<file path="config.mk">
export PLATFORM = sky130hd
export DESIGN_NAME = maze_game_top
export DESIGN_NICKNAME = d
export VERILOG_FILES = /design/src/common/maze_pkg.sv /design/src/hw/maze_game_top.sv /design/src/hw/frame_render.sv /design/src/hw/game_logic/game_logic.sv /design/src/hw/game_state_fsm.sv
export VERILOG_INCLUDE_DIRS = /design/src /design/src/common
export SDC_FILE = /design/constraint.sdc
export NUM_CORES = 1
export LEC_CHECK = 0
export BUFFER_PORTS_ARGS = -buffer_cell sky130_fd_sc_hd__buf_4
export CAP_MARGIN = 10
export CORE_ASPECT_RATIO = 1.2
export CORE_MARGIN = 2
export CORE_UTILIZATION = 64
export CTS_CLUSTER_SIZE = 24
export DETAILED_ROUTE_END_ITERATION = 10
export GPL_ROUTABILITY_DRIVEN = 0
export PLACE_DENSITY = 0.84
export RECOVER_POWER = 50
export SYNTH_ARGS = -nofsm -noshare
export SYNTH_HDL_FRONTEND = slang
export SYNTH_HIERARCHICAL = 1
export SYNTH_SLANG_ARGS = --single-unit
</file>
<file path="constraint.sdc">
create_clock -name clock -period 4.26 [get_ports clock]
set_clock_uncertainty 0.1 [all_clocks]
set_input_delay 0.852 -clock clock [delete_from_list [all_inputs] [get_ports clock]]
set_output_delay 0.852 -clock clock [all_outputs]
set_load 0.005 [all_outputs]
</file>
<file path="src/common/maze_defs.svh">
`ifndef MAZE_DEFS_SVH
`define MAZE_DEFS_SVH
`default_nettype none

// Playfield size in cells
`define GRID_W 32
`define GRID_H 16
`define GRID_CELLS (`GRID_W * `GRID_H)

// Player start cell
`define PLAYER_X0 0
`define PLAYER_Y0 0

// Ghost start cells, one per row band
`define GHOST0_X 20
`define GHOST0_Y 2
`define GHOST1_X 10
`define GHOST1_Y 8
`define GHOST2_X 5
`define GHOST2_Y 13

// Even x + y cells, less the player start cell when it is one of them
`define FOOD_TOTAL (((`GRID_W * `GRID_H) + 1) / 2 - ((`PLAYER_X0 + `PLAYER_Y0 + 1) % 2))

// Clock cycles from one logic step to the next
`define FRAME_TICKS 1024

`default_nettype wire
`endif
</file>
<file path="src/common/maze_pkg.sv">
`default_nettype none

package maze_pkg;

    // Controller states
    typedef enum logic [2:0] {
        GREETING,
        LOGIC,
        RENDER,
        WAITING,
        GAME_OVER,
        YOU_WON
    } game_state_t;

    // Player move decoded from the key
    typedef enum logic [2:0] {
        MOVE_NONE,
        MOVE_UP,
        MOVE_DOWN,
        MOVE_LEFT,
        MOVE_RIGHT
    } move_op_t;

    // Picture the renderer produces
    typedef enum logic [1:0] {
        SCREEN_GREETING,
        SCREEN_PLAY,
        SCREEN_LOST,
        SCREEN_WON
    } screen_mode_t;

    // Topmost occupant of a cell
    typedef enum logic [1:0] {
        CELL_EMPTY,
        CELL_FOOD,
        CELL_PLAYER,
        CELL_GHOST
    } cell_kind_t;

    // Scan codes of W, S, A, D
    localparam logic [7:0] KEY_W = 8'h1D;
    localparam logic [7:0] KEY_S = 8'h1B;
    localparam logic [7:0] KEY_A = 8'h1C;
    localparam logic [7:0] KEY_D = 8'h23;

    // 12-bit RGB colours
    localparam logic [11:0] COLOR_EMPTY    = 12'h000;
    localparam logic [11:0] COLOR_FOOD     = 12'hFFF;
    localparam logic [11:0] COLOR_PLAYER   = 12'hFF0;
    localparam logic [11:0] COLOR_GHOST    = 12'hF00;
    localparam logic [11:0] COLOR_GREETING = 12'h00F;
    localparam logic [11:0] COLOR_LOST     = 12'hF00;
    localparam logic [11:0] COLOR_WON      = 12'h0F0;

endpackage

`default_nettype wire

</file>
<file path="src/hw/maze_game_top.sv">
`timescale 1ns/1ps
`include "maze_defs.svh"
`default_nettype none

module maze_game_top import maze_pkg::*; (
    input  logic        clock,
    input  logic        resetn,
    input  logic        start_key,
    input  logic [7:0]  key_code,
    input  logic        vga_ready,
    output logic [4:0]  vga_x,
    output logic [3:0]  vga_y,
    output logic [11:0] vga_color,
    output logic        vga_valid,
    output logic [7:0]  score,
    output game_state_t game_state
);

    // Stage handshakes
    logic         logic_start;
    logic         logic_done;
    logic         collided;
    logic         all_eaten;
    logic         render_start;
    logic         render_done;
    screen_mode_t screen_mode;

    // Game state seen by the renderer
    logic [4:0]             player_x;
    logic [3:0]             player_y;
    logic [4:0]             ghost0_x;
    logic [3:0]             ghost0_y;
    logic [4:0]             ghost1_x;
    logic [3:0]             ghost1_y;
    logic [4:0]             ghost2_x;
    logic [3:0]             ghost2_y;
    logic [`GRID_CELLS-1:0] food_map;

    game_state_fsm u_fsm (
        .clock        (clock),
        .resetn       (resetn),
        .start_key    (start_key),
        .logic_done   (logic_done),
        .collided     (collided),
        .all_eaten    (all_eaten),
        .render_done  (render_done),
        .logic_start  (logic_start),
        .render_start (render_start),
        .screen_mode  (screen_mode),
        .game_state   (game_state)
    );

    game_logic u_logic (
        .clock       (clock),
        .resetn      (resetn),
        .logic_start (logic_start),
        .key_code    (key_code),
        .logic_done  (logic_done),
        .collided    (collided),
        .all_eaten   (all_eaten),
        .player_x    (player_x),
        .player_y    (player_y),
        .ghost0_x    (ghost0_x),
        .ghost0_y    (ghost0_y),
        .ghost1_x    (ghost1_x),
        .ghost1_y    (ghost1_y),
        .ghost2_x    (ghost2_x),
        .ghost2_y    (ghost2_y),
        .food_map    (food_map),
        .score       (score)
    );

    frame_render u_render (
        .clock        (clock),
        .resetn       (resetn),
        .render_start (render_start),
        .screen_mode  (screen_mode),
        .player_x     (player_x),
        .player_y     (player_y),
        .ghost0_x     (ghost0_x),
        .ghost0_y     (ghost0_y),
        .ghost1_x     (ghost1_x),
        .ghost1_y     (ghost1_y),
        .ghost2_x     (ghost2_x),
        .ghost2_y     (ghost2_y),
        .food_map     (food_map),
        .vga_ready    (vga_ready),
        .render_done  (render_done),
        .vga_x        (vga_x),
        .vga_y        (vga_y),
        .vga_color    (vga_color),
        .vga_valid    (vga_valid)
    );

endmodule

`default_nettype wire

</file>
<file path="src/hw/frame_render.sv">
`timescale 1ns/1ps
`include "maze_defs.svh"
`default_nettype none

module frame_render import maze_pkg::*; (
    input  logic                   clock,
    input  logic                   resetn,
    input  logic                   render_start,
    input  screen_mode_t           screen_mode,
    input  logic [4:0]             player_x,
    input  logic [3:0]             player_y,
    input  logic [4:0]             ghost0_x,
    input  logic [3:0]             ghost0_y,
    input  logic [4:0]             ghost1_x,
    input  logic [3:0]             ghost1_y,
    input  logic [4:0]             ghost2_x,
    input  logic [3:0]             ghost2_y,
    input  logic [`GRID_CELLS-1:0] food_map,
    input  logic                   vga_ready,
    output logic                   render_done,
    output logic [4:0]             vga_x,
    output logic [3:0]             vga_y,
    output logic [11:0]            vga_color,
    output logic                   vga_valid
);

    localparam int IDX_W = $clog2(`GRID_CELLS);

    logic [IDX_W-1:0] cell_idx;
    logic             last_cell;
    logic             accept;
    cell_kind_t       cell_kind;

    assign cell_idx  = IDX_W'(vga_y) * IDX_W'(`GRID_W) + IDX_W'(vga_x);
    assign last_cell = (vga_x == 5'(`GRID_W - 1)) && (vga_y == 4'(`GRID_H - 1));
    assign accept    = vga_valid && vga_ready;

    // Ghosts are drawn over the player, the player over food
    always_comb begin
        if ((vga_x == ghost0_x && vga_y == ghost0_y) ||
            (vga_x == ghost1_x && vga_y == ghost1_y) ||
            (vga_x == ghost2_x && vga_y == ghost2_y)) begin
            cell_kind = CELL_GHOST;
        end else if (vga_x == player_x && vga_y == player_y) begin
            cell_kind = CELL_PLAYER;
        end else if (food_map[cell_idx]) begin
            cell_kind = CELL_FOOD;
        end else begin
            cell_kind = CELL_EMPTY;
        end
    end

    always_comb begin
        case (screen_mode)
            SCREEN_PLAY: begin
                case (cell_kind)
                    CELL_GHOST:  vga_color = COLOR_GHOST;
                    CELL_PLAYER: vga_color = COLOR_PLAYER;
                    CELL_FOOD:   vga_color = COLOR_FOOD;
                    default:     vga_color = COLOR_EMPTY;
                endcase
            end
            SCREEN_LOST: vga_color = COLOR_LOST;
            SCREEN_WON:  vga_color = COLOR_WON;
            default:     vga_color = COLOR_GREETING;
        endcase
    end

    // Row-major scan, x fastest, one step per accepted pixel
    always_ff @(posedge clock or negedge resetn) begin
        if (!resetn) begin
            vga_x       <= 5'd0;
            vga_y       <= 4'd0;
            vga_valid   <= 1'b0;
            render_done <= 1'b0;
        end else begin
            render_done <= 1'b0;
            if (render_start) begin
                vga_x     <= 5'd0;
                vga_y     <= 4'd0;
                vga_valid <= 1'b1;
            end else if (accept) begin
                if (last_cell) begin
                    vga_valid   <= 1'b0;
                    render_done <= 1'b1;
                end else if (vga_x == 5'(`GRID_W - 1)) begin
                    vga_x <= 5'd0;
                    vga_y <= vga_y + 4'd1;
                end else begin
                    vga_x <= vga_x + 5'd1;
                end
            end
        end
    end

endmodule

`default_nettype wire

</file>
<file path="src/hw/game_logic/game_logic.sv">
`timescale 1ns/1ps
`include "maze_defs.svh"
`default_nettype none

module game_logic import maze_pkg::*; (
    input  logic                   clock,
    input  logic                   resetn,
    input  logic                   logic_start,
    input  logic [7:0]             key_code,
    output logic                   logic_done,
    output logic                   collided,
    output logic                   all_eaten,
    output logic [4:0]             player_x,
    output logic [3:0]             player_y,
    output logic [4:0]             ghost0_x,
    output logic [3:0]             ghost0_y,
    output logic [4:0]             ghost1_x,
    output logic [3:0]             ghost1_y,
    output logic [4:0]             ghost2_x,
    output logic [3:0]             ghost2_y,
    output logic [`GRID_CELLS-1:0] food_map,
    output logic [7:0]             score
);

    localparam int IDX_W = $clog2(`GRID_CELLS);

    // Pellet on every even x + y cell except the player start
    function automatic logic [`GRID_CELLS-1:0] food_init();
        logic [`GRID_CELLS-1:0] map;
        map = '0;
        for (int y = 0; y < `GRID_H; y++) begin
            for (int x = 0; x < `GRID_W; x++) begin
                if (((x + y) % 2) == 0) begin
                    map[y * `GRID_W + x] = 1'b1;
                end
            end
        end
        map[`PLAYER_Y0 * `GRID_W + `PLAYER_X0] = 1'b0;
        return map;
    endfunction

    localparam logic [`GRID_CELLS-1:0] FOOD_INIT = food_init();

    // Ghosts run right and wrap at the edge
    function automatic logic [4:0] ghost_step(input logic [4:0] gx);
        return (gx == 5'(`GRID_W - 1)) ? 5'd0 : gx + 5'd1;
    endfunction

    move_op_t         move_op;
    logic [4:0]       next_x;
    logic [3:0]       next_y;
    logic             step2;
    logic [IDX_W-1:0] cell_idx;
    logic [7:0]       score_next;
    logic             hit;

    always_comb begin
        case (key_code)
            KEY_W:   move_op = MOVE_UP;
            KEY_S:   move_op = MOVE_DOWN;
            KEY_A:   move_op = MOVE_LEFT;
            KEY_D:   move_op = MOVE_RIGHT;
            default: move_op = MOVE_NONE;
        endcase
    end

    // New player cell, clamped at the borders
    always_comb begin
        next_x = player_x;
        next_y = player_y;
        case (move_op)
            MOVE_UP:    if (player_y != 4'd0) next_y = player_y - 4'd1;
            MOVE_DOWN:  if (player_y != 4'(`GRID_H - 1)) next_y = player_y + 4'd1;
            MOVE_LEFT:  if (player_x != 5'd0) next_x = player_x - 5'd1;
            MOVE_RIGHT: if (player_x != 5'(`GRID_W - 1)) next_x = player_x + 5'd1;
            default:    next_x = player_x;
        endcase
    end

    assign cell_idx   = IDX_W'(player_y) * IDX_W'(`GRID_W) + IDX_W'(player_x);
    assign score_next = score + {7'd0, food_map[cell_idx]};
    assign hit = (player_x == ghost0_x && player_y == ghost0_y) ||
                 (player_x == ghost1_x && player_y == ghost1_y) ||
                 (player_x == ghost2_x && player_y == ghost2_y);

    // Ghost rows never change
    assign ghost0_y = 4'(`GHOST0_Y);
    assign ghost1_y = 4'(`GHOST1_Y);
    assign ghost2_y = 4'(`GHOST2_Y);

    always_ff @(posedge clock or negedge resetn) begin
        if (!resetn) begin
            player_x   <= 5'(`PLAYER_X0);
            player_y   <= 4'(`PLAYER_Y0);
            ghost0_x   <= 5'(`GHOST0_X);
            ghost1_x   <= 5'(`GHOST1_X);
            ghost2_x   <= 5'(`GHOST2_X);
            food_map   <= FOOD_INIT;
            score      <= 8'd0;
            step2      <= 1'b0;
            logic_done <= 1'b0;
            collided   <= 1'b0;
            all_eaten  <= 1'b0;
        end else begin
            step2      <= logic_start;
            logic_done <= step2;
            // First cycle moves everybody
            if (logic_start) begin
                player_x <= next_x;
                player_y <= next_y;
                ghost0_x <= ghost_step(ghost0_x);
                ghost1_x <= ghost_step(ghost1_x);
                ghost2_x <= ghost_step(ghost2_x);
            end
            // Second cycle eats and judges
            if (step2) begin
                food_map[cell_idx] <= 1'b0;
                score              <= score_next;
                collided           <= hit;
                all_eaten          <= (score_next == 8'(`FOOD_TOTAL));
            end
        end
    end

endmodule

`default_nettype wire

</file>
<file path="src/hw/game_state_fsm.sv">
`timescale 1ns/1ps
`include "maze_defs.svh"
`default_nettype none

module game_state_fsm import maze_pkg::*; (
    input  logic         clock,
    input  logic         resetn,
    input  logic         start_key,
    input  logic         logic_done,
    input  logic         collided,
    input  logic         all_eaten,
    input  logic         render_done,
    output logic         logic_start,
    output logic         render_start,
    output screen_mode_t screen_mode,
    output game_state_t  game_state
);

    localparam int TICK_W = $clog2(`FRAME_TICKS + 1);
    localparam logic [TICK_W-1:0] TICK_LAST = TICK_W'(`FRAME_TICKS - 1);

    // Cycles since the last logic_start, saturating
    logic [TICK_W-1:0] tick_cnt;
    // Greeting frame is being drawn
    logic              greet_busy;

    always_ff @(posedge clock or negedge resetn) begin
        if (!resetn) begin
            game_state   <= GREETING;
            screen_mode  <= SCREEN_GREETING;
            logic_start  <= 1'b0;
            render_start <= 1'b0;
            greet_busy   <= 1'b0;
            tick_cnt     <= '0;
        end else begin
            logic_start  <= 1'b0;
            render_start <= 1'b0;
            if (tick_cnt != TICK_LAST) begin
                tick_cnt <= tick_cnt + 1'b1;
            end
            case (game_state)
                GREETING: begin
                    if (!greet_busy && start_key) begin
                        greet_busy   <= 1'b1;
                        render_start <= 1'b1;
                        screen_mode  <= SCREEN_GREETING;
                    end else if (greet_busy && render_done) begin
                        greet_busy  <= 1'b0;
                        game_state  <= LOGIC;
                        logic_start <= 1'b1;
                        tick_cnt    <= '0;
                    end
                end
                LOGIC: begin
                    if (logic_done) begin
                        render_start <= 1'b1;
                        // Collision wins over an empty food map
                        if (collided) begin
                            game_state  <= GAME_OVER;
                            screen_mode <= SCREEN_LOST;
                        end else if (all_eaten) begin
                            game_state  <= YOU_WON;
                            screen_mode <= SCREEN_WON;
                        end else begin
                            game_state  <= RENDER;
                            screen_mode <= SCREEN_PLAY;
                        end
                    end
                end
                RENDER: begin
                    if (render_done) begin
                        game_state <= WAITING;
                    end
                end
                WAITING: begin
                    if (tick_cnt == TICK_LAST) begin
                        game_state  <= LOGIC;
                        logic_start <= 1'b1;
                        tick_cnt    <= '0;
                    end
                end
                GAME_OVER, YOU_WON: begin
                    // Final frame already requested, hold until reset
                end
                default: begin
                    game_state <= GREETING;
                end
            endcase
        end
    end

endmodule

`default_nettype wire

</file>
Word level (Yosys, flattened, before mapping)
Cells that the tools add are included.

storage, ports and cells
  output and inout bits = 33
  logic and storage cells = 192
  register bits = 578
  input port bits = 12

operators by class
  muxes and demuxes = 62
  eq/ne operators = 54
  reductions and logical operators = 36
  $add $sub $neg = 13
  magnitude comparators = 3
  bitwise operators = 3

operator list
  cell                                                 count
  AND 512 bit                                          1
  NOT 512 bit                                          1
  case mux 12 bit (3 select lines)                     2
  two-way mux 5 bit                                    9
  two-way mux 11 bit                                   4
  == test 5 bit                                        7
  adder 5 x 1 -> 5 bit, second input constant          5
  == test 8 x 5 -> 1 bit, second input constant        3
  two-way mux 4 bit                                    6
  case mux 11 bit (2 select lines)                     1
  two-way mux 3 bit                                    7
  == test 4 bit, second input constant                 5
  == test 5 bit, second input constant                 4
  < comparator 9 x 10 -> 1 bit, second input constant  2
  adder 9 x 5 -> 9 bit                                 2
  binary-select mux 1 bit (select 9 bit)               2
  != test 2 x 1 -> 1 bit, second input constant        9
  two-way mux 1 bit                                    17
  case mux 3 bit (5 select lines)                      1
  nonzero test 2 bit                                   7
  == test 3 x 2 -> 1 bit, second input constant        4
  logical AND 1 bit                                    12
  two-way mux 2 bit                                    6
  case mux 3 bit (4 select lines)                      1
  35 further kinds                                     53

Depth between registers and ports, before layout
  word-level depth = 9
  gate-level depth with buffers = 19
  depth with buffers taken out = 15

Cells and area by module
The synthesis kept the hierarchy.

by module, submodules not included
  module          seq. area each (um^2)  times used  area each (um^2)  cells each
  game_logic      14039.7                1           24315.8           1826
  frame_render    275.3                  1           5581.6            494
  game_state_fsm  475.5                  1           992.2             101

Least setup slack after synthesis
No wires, ideal clock.

  kind = reg2out
  start point = register u_render.vga_x[0]
  end point = output vga_color[10]
  path slack = 0.303 ns
  path buffers = 4
  arrival = 3.005 ns
  data required time = 3.308 ns
  stages on the path, launching flop included = 15
  cell sequence = dfrtp_1 buf_6 buf_12 or3b_1 buf_6 o221ai_2 a211oi_1 o211a_1 a2111o_1 a221oi_2 a211oi_1 ha_1 nand2b_1 mux2i_1 buf_4

on the way
  word-level cells in the longest chain between the ends = 9
  elaborated cells between the ends (all ways) = 21
  those cells by class = add/sub: 1; eq/ne: 7; mux: 7; reduce/logical: 6

ends and longest elaborated chain
  element                                                         line                 RTL
  start: declaration                                              frame_render.sv:21   output logic [4:0] vga_x,
  start signal: assignment                                        frame_render.sv:90   vga_x <= vga_x + 5'd1;
  adder 9 x 5 -> 9 bit                                            frame_render.sv:34   assign cell_idx = IDX_W'(vga_y) * IDX_W'(`GRID_W) + IDX_W'(vga_x);
  binary-select mux 1 bit (select 9 bit)                          frame_render.sv:46   end else if (food_map[cell_idx]) begin
  two-way mux 1 bit (implied by the code)                         frame_render.sv:46
  two-way mux 1 bit                                               frame_render.sv:46
  two-way mux 2 bit                                               frame_render.sv:44   end else if (vga_x == player_x && vga_y == player_y) begin
  two-way mux 2 bit (*)                                           frame_render.sv:40   if ((vga_x == ghost0_x && vga_y == ghost0_y) ||
  == test 2 x 1 -> 1 bit / == test 2 bit (equally long branches)  frame_render.sv:56   case (cell_kind)
  case mux 12 bit (3 select lines) (*)                            frame_render.sv:56
  case mux 12 bit (3 select lines) (*)                            frame_render.sv:54   case (screen_mode)
  end: declaration                                                maze_game_top.sv:13  output logic [11:0] vga_color,

Mark *: on every way between the ends. The rest lies on a longest branch, timed or not. The select of a mux whose other input is x is not followed.

Worst setup path in the final report
  start point = register u_render.vga_x[1]
  end point = output vga_color[7]

The elaborated chain is that of the path after synthesis.

==> run metrics <==
Vias 24875; Routed Antenna Nets 0; failing checks capacitance limit, slew limit, setup timing; CP arrival 4050 ps; type of origin of the critical path register; switch share 0.300; Yosys top cell area share 0.257; FFs w/ async S/R, synth 1.00; Critical-path top delay cell dfrtp_4; worst vdd ir 0.342 mV; sequential-to-total area share from yosys stat 0.479; crit path capture type output port; Initial Utilization 0.645; CTS buffer count 56; final wirelength 105 mm; Post-Synthesis Cells 2421; Setup Slack @ Placement -315 ps; Clock Latency Late Sink 640 ps; Synth top cells by count 380 x a21boi_0, 317 x dfrtp_1, 261 x dfstp_2; Post-Layout Cell Count 3270; CP Cell Sequence buf_4, buf_12, buf_12, buf_4, mux2i_1, o221ai_1, a21oi_1, nand3_1, nand4_1, o21ai_4, a211oi_2, ha_1, o21a_1, buf_4; synth-to-layout area growth 16.0%; WS Path Type register to output port; grt total ovfl 0; hpwl dp 65.6 mm; Main synth FF type dfrtp_1; Clock Sinks 578; CORE AREA 47900 µm²; nets 2628; Final setup violation count 16; Slew Limit Fails 155; period utilisation layout 1.17; Leakage Power 14.3 nW; Synth Warn # 6; drt pass-1 iters 6; reg-to-reg slack, setup -210 ps; initial antenna violation count 2; met3 wire len 14.3 mm; Final Worst Setup Slack -745 ps; 1st-iter DRT viols 4411; synth top area cells dfrtp_1 26%, dfstp_2 22%, mux4_2 13%; All-Layer GR Usage 0.419; minimum clock period 5000 ps; register bit total from synthesis 578; die width 205 µm; ANT cells 0; layout cell share with drive strength beyond 1 0.374; vias in the first global route 25451; clock slew at reported path FFs 70 ps; fmax 0.200 GHz; Worst EP required 3310 ps; most common cell in the netlist a21boi_0; Port Buffers 44; die area 50000 µm²; Slew @ Worst Pin 2400 ps; Root Buffer clkbuf_16; row cnt 88; Final Hold Viols 0; worst stage delay on the critical path 600 ps; # IOs 45; relative slew slack -0.598; DRC 0; total chip power 0.0145 W; Comb power frac 0.232; DR vias/cell 7.61; Pwr Density 405 nW/µm²; Seq pwr share 0.387; Met2 Routed Length 46.1 mm; TritonCTS clock tree done; P_sw 0.00436 W; placed cells 3129; Clock power frac 0.381; Max H-tree Level 2; global-route wire length before repair 156 mm; Crit Path Max Fanout 12; Vert. Die Dim 245 µm; EDFF count, synth 0; Bufs on Longest Clock Path 3; Top Metal Used met5; RSZ-0062 raised after global routing yes; area of the mapped netlist 30900 µm²; Final TNS setup -9000 ps; Synth cell types 90; Cell Int Power 0.0102 W; status finished, violations left; most frequent CP cell buf_4; drt wl/cell 32.1 µm; type of the most critical hold path register to register; maxcap violations 2; cell taking the most area after synthesis dfrtp_1; pin count of the biggest net entering global routing 92; M1 WL 34.1 mm; syn avg cell area 12.8 µm²
==> metal layers <==
metal / vias up / global-route usage
li1: 9526 / -
met1: 12306 / 0.509
met2: 2246 / 0.622
met3: 795 / 0.138
met4: 2 / 0.317
met5: - / 0
==> final timing paths <==
path,cells after the start,from,end
min in group asynchronous,1,resetn,u_fsm/tick_cnt[4]
max in group asynchronous,2,resetn,u_logic/food_map[7]
hold reg to reg,1,u_logic/food_map[138],u_logic/food_map[138]
hold / removal,1,u_logic/food_map[138],u_logic/food_map[138]
setup reg to reg,20,u_logic/player_x[0],u_logic/all_eaten
setup / recovery,14,u_render/vga_x[1],vga_color[7]
==> state kept, by name (all words and copies together) (netlist names), 3 cells and up <==
name	cells
u_logic/score	8
u_logic/ghost1_x	5
u_logic/ghost2_x	5
u_fsm/game_state	3
u_render/vga_y	4
u_logic/player_y	4
u_fsm/tick_cnt	11
u_logic/player_x	5
u_render/vga_x	5
u_logic/food_map	512
u_logic/ghost0_x	5
==> kinds of logic (layout without fill, tap and decap cells) <==
kind of cell / Yosys count / after routing / synth area share
AOI/OAI and AO/OA: 766 / 766 / 0.185
DFF: 578 / 578 / 0.479
and+or+nand+nor: 379 / 379 / 0.0627
muxes: 357 / 357 / 0.198
buffers and inverters: 242 / 451 / 0.0444
xor gates and xnor gates: 75 / 75 / 0.0213
adders and majority gates: 22 / 22 / 0.00940
other: 2 / 12 / 0.000243
==> through the flow <==
| step | hold WS, ps | cell area (µm²) | util |
|---|---|---|---|
| 4_1_cts | 180 | 35500 | 0.741 |
| 3_3_place_gp | 350 | 33100 | 0.691 |
| 2_1_floorplan | 252 | 30900 | - |
| 6_report | 366 | 35800 | 0.748 |
| 3_5_place_dp | 356 | 33100 | 0.691 |
| 5_1_grt | 372 | 35800 | 0.748 |
==> power by group through the flow <==
stage / clock [W] / combinational [W] / sequential, W
2_1_floorplan: 0 / 0.00153 / 0.00565
3_3_place_gp: 0 / 0.00278 / 0.00572
3_5_place_dp: 0 / 0.00282 / 0.00573
4_1_cts: 0.00554 / 0.00303 / 0.00562
5_1_grt: 0.00580 / 0.00337 / 0.00561
6_report: 0.00554 / 0.00337 / 0.00562
==> cell usage in the layout (no fill, tap or decap), drive strengths merged, types with 29 or more instances in the layout <==
master / synthesis / layout
nor2: 64 / 64
xnor2: 37 / 37
a21boi: 381 / 381
a21oi: 45 / 45
buf: 110 / 312
o21a: 134 / 134
clkbuf: 108 / 83
dfrtp: 317 / 317
mux4: 197 / 197
xor2: 38 / 38
mux2i: 135 / 135
dfstp: 261 / 261
a22oi: 48 / 48
nand2: 113 / 113
nand4: 32 / 32
nand3: 47 / 47
o21ai: 29 / 29
==> worst max-delay path: cells and delay by family (launching register included) <==
family | cells | cell delay [ps]
buffers and inverters | 5 | 810
adder cells (fa/ha/maj) | 1 | 280
AND/OR/NAND/NOR | 2 | 490
flip-flops | 1 | 600
AO/OA/AOI/OAI | 5 | 950
multiplexers | 1 | 270
==> cell type report <==
| class | instances | area, µm² |
|---|---|---|
| clock inverter | 34 | 490 |
| tap | 630 | 788 |
| clock buffer | 70 | 1540 |
| sequential | 578 | 14800 |
| fill | 2628 | 12100 |
| timing repair buffer | 325 | 2910 |
| inverter | 22 | 82.6 |
| multi-input combinational | 1611 | 15200 |
==> what timing repair did <==
action / 4_1_cts / 5_1_grt
hold buffers: 0 / 0
setup endpoints to repair: 13 / 18
pin swaps: 22 / 32
gates cloned: 0 / 1
setup buffers: 15 / 24
gates resized for setup: 49 / 54
Note: power is estimated with default switching activity, not from simulation.
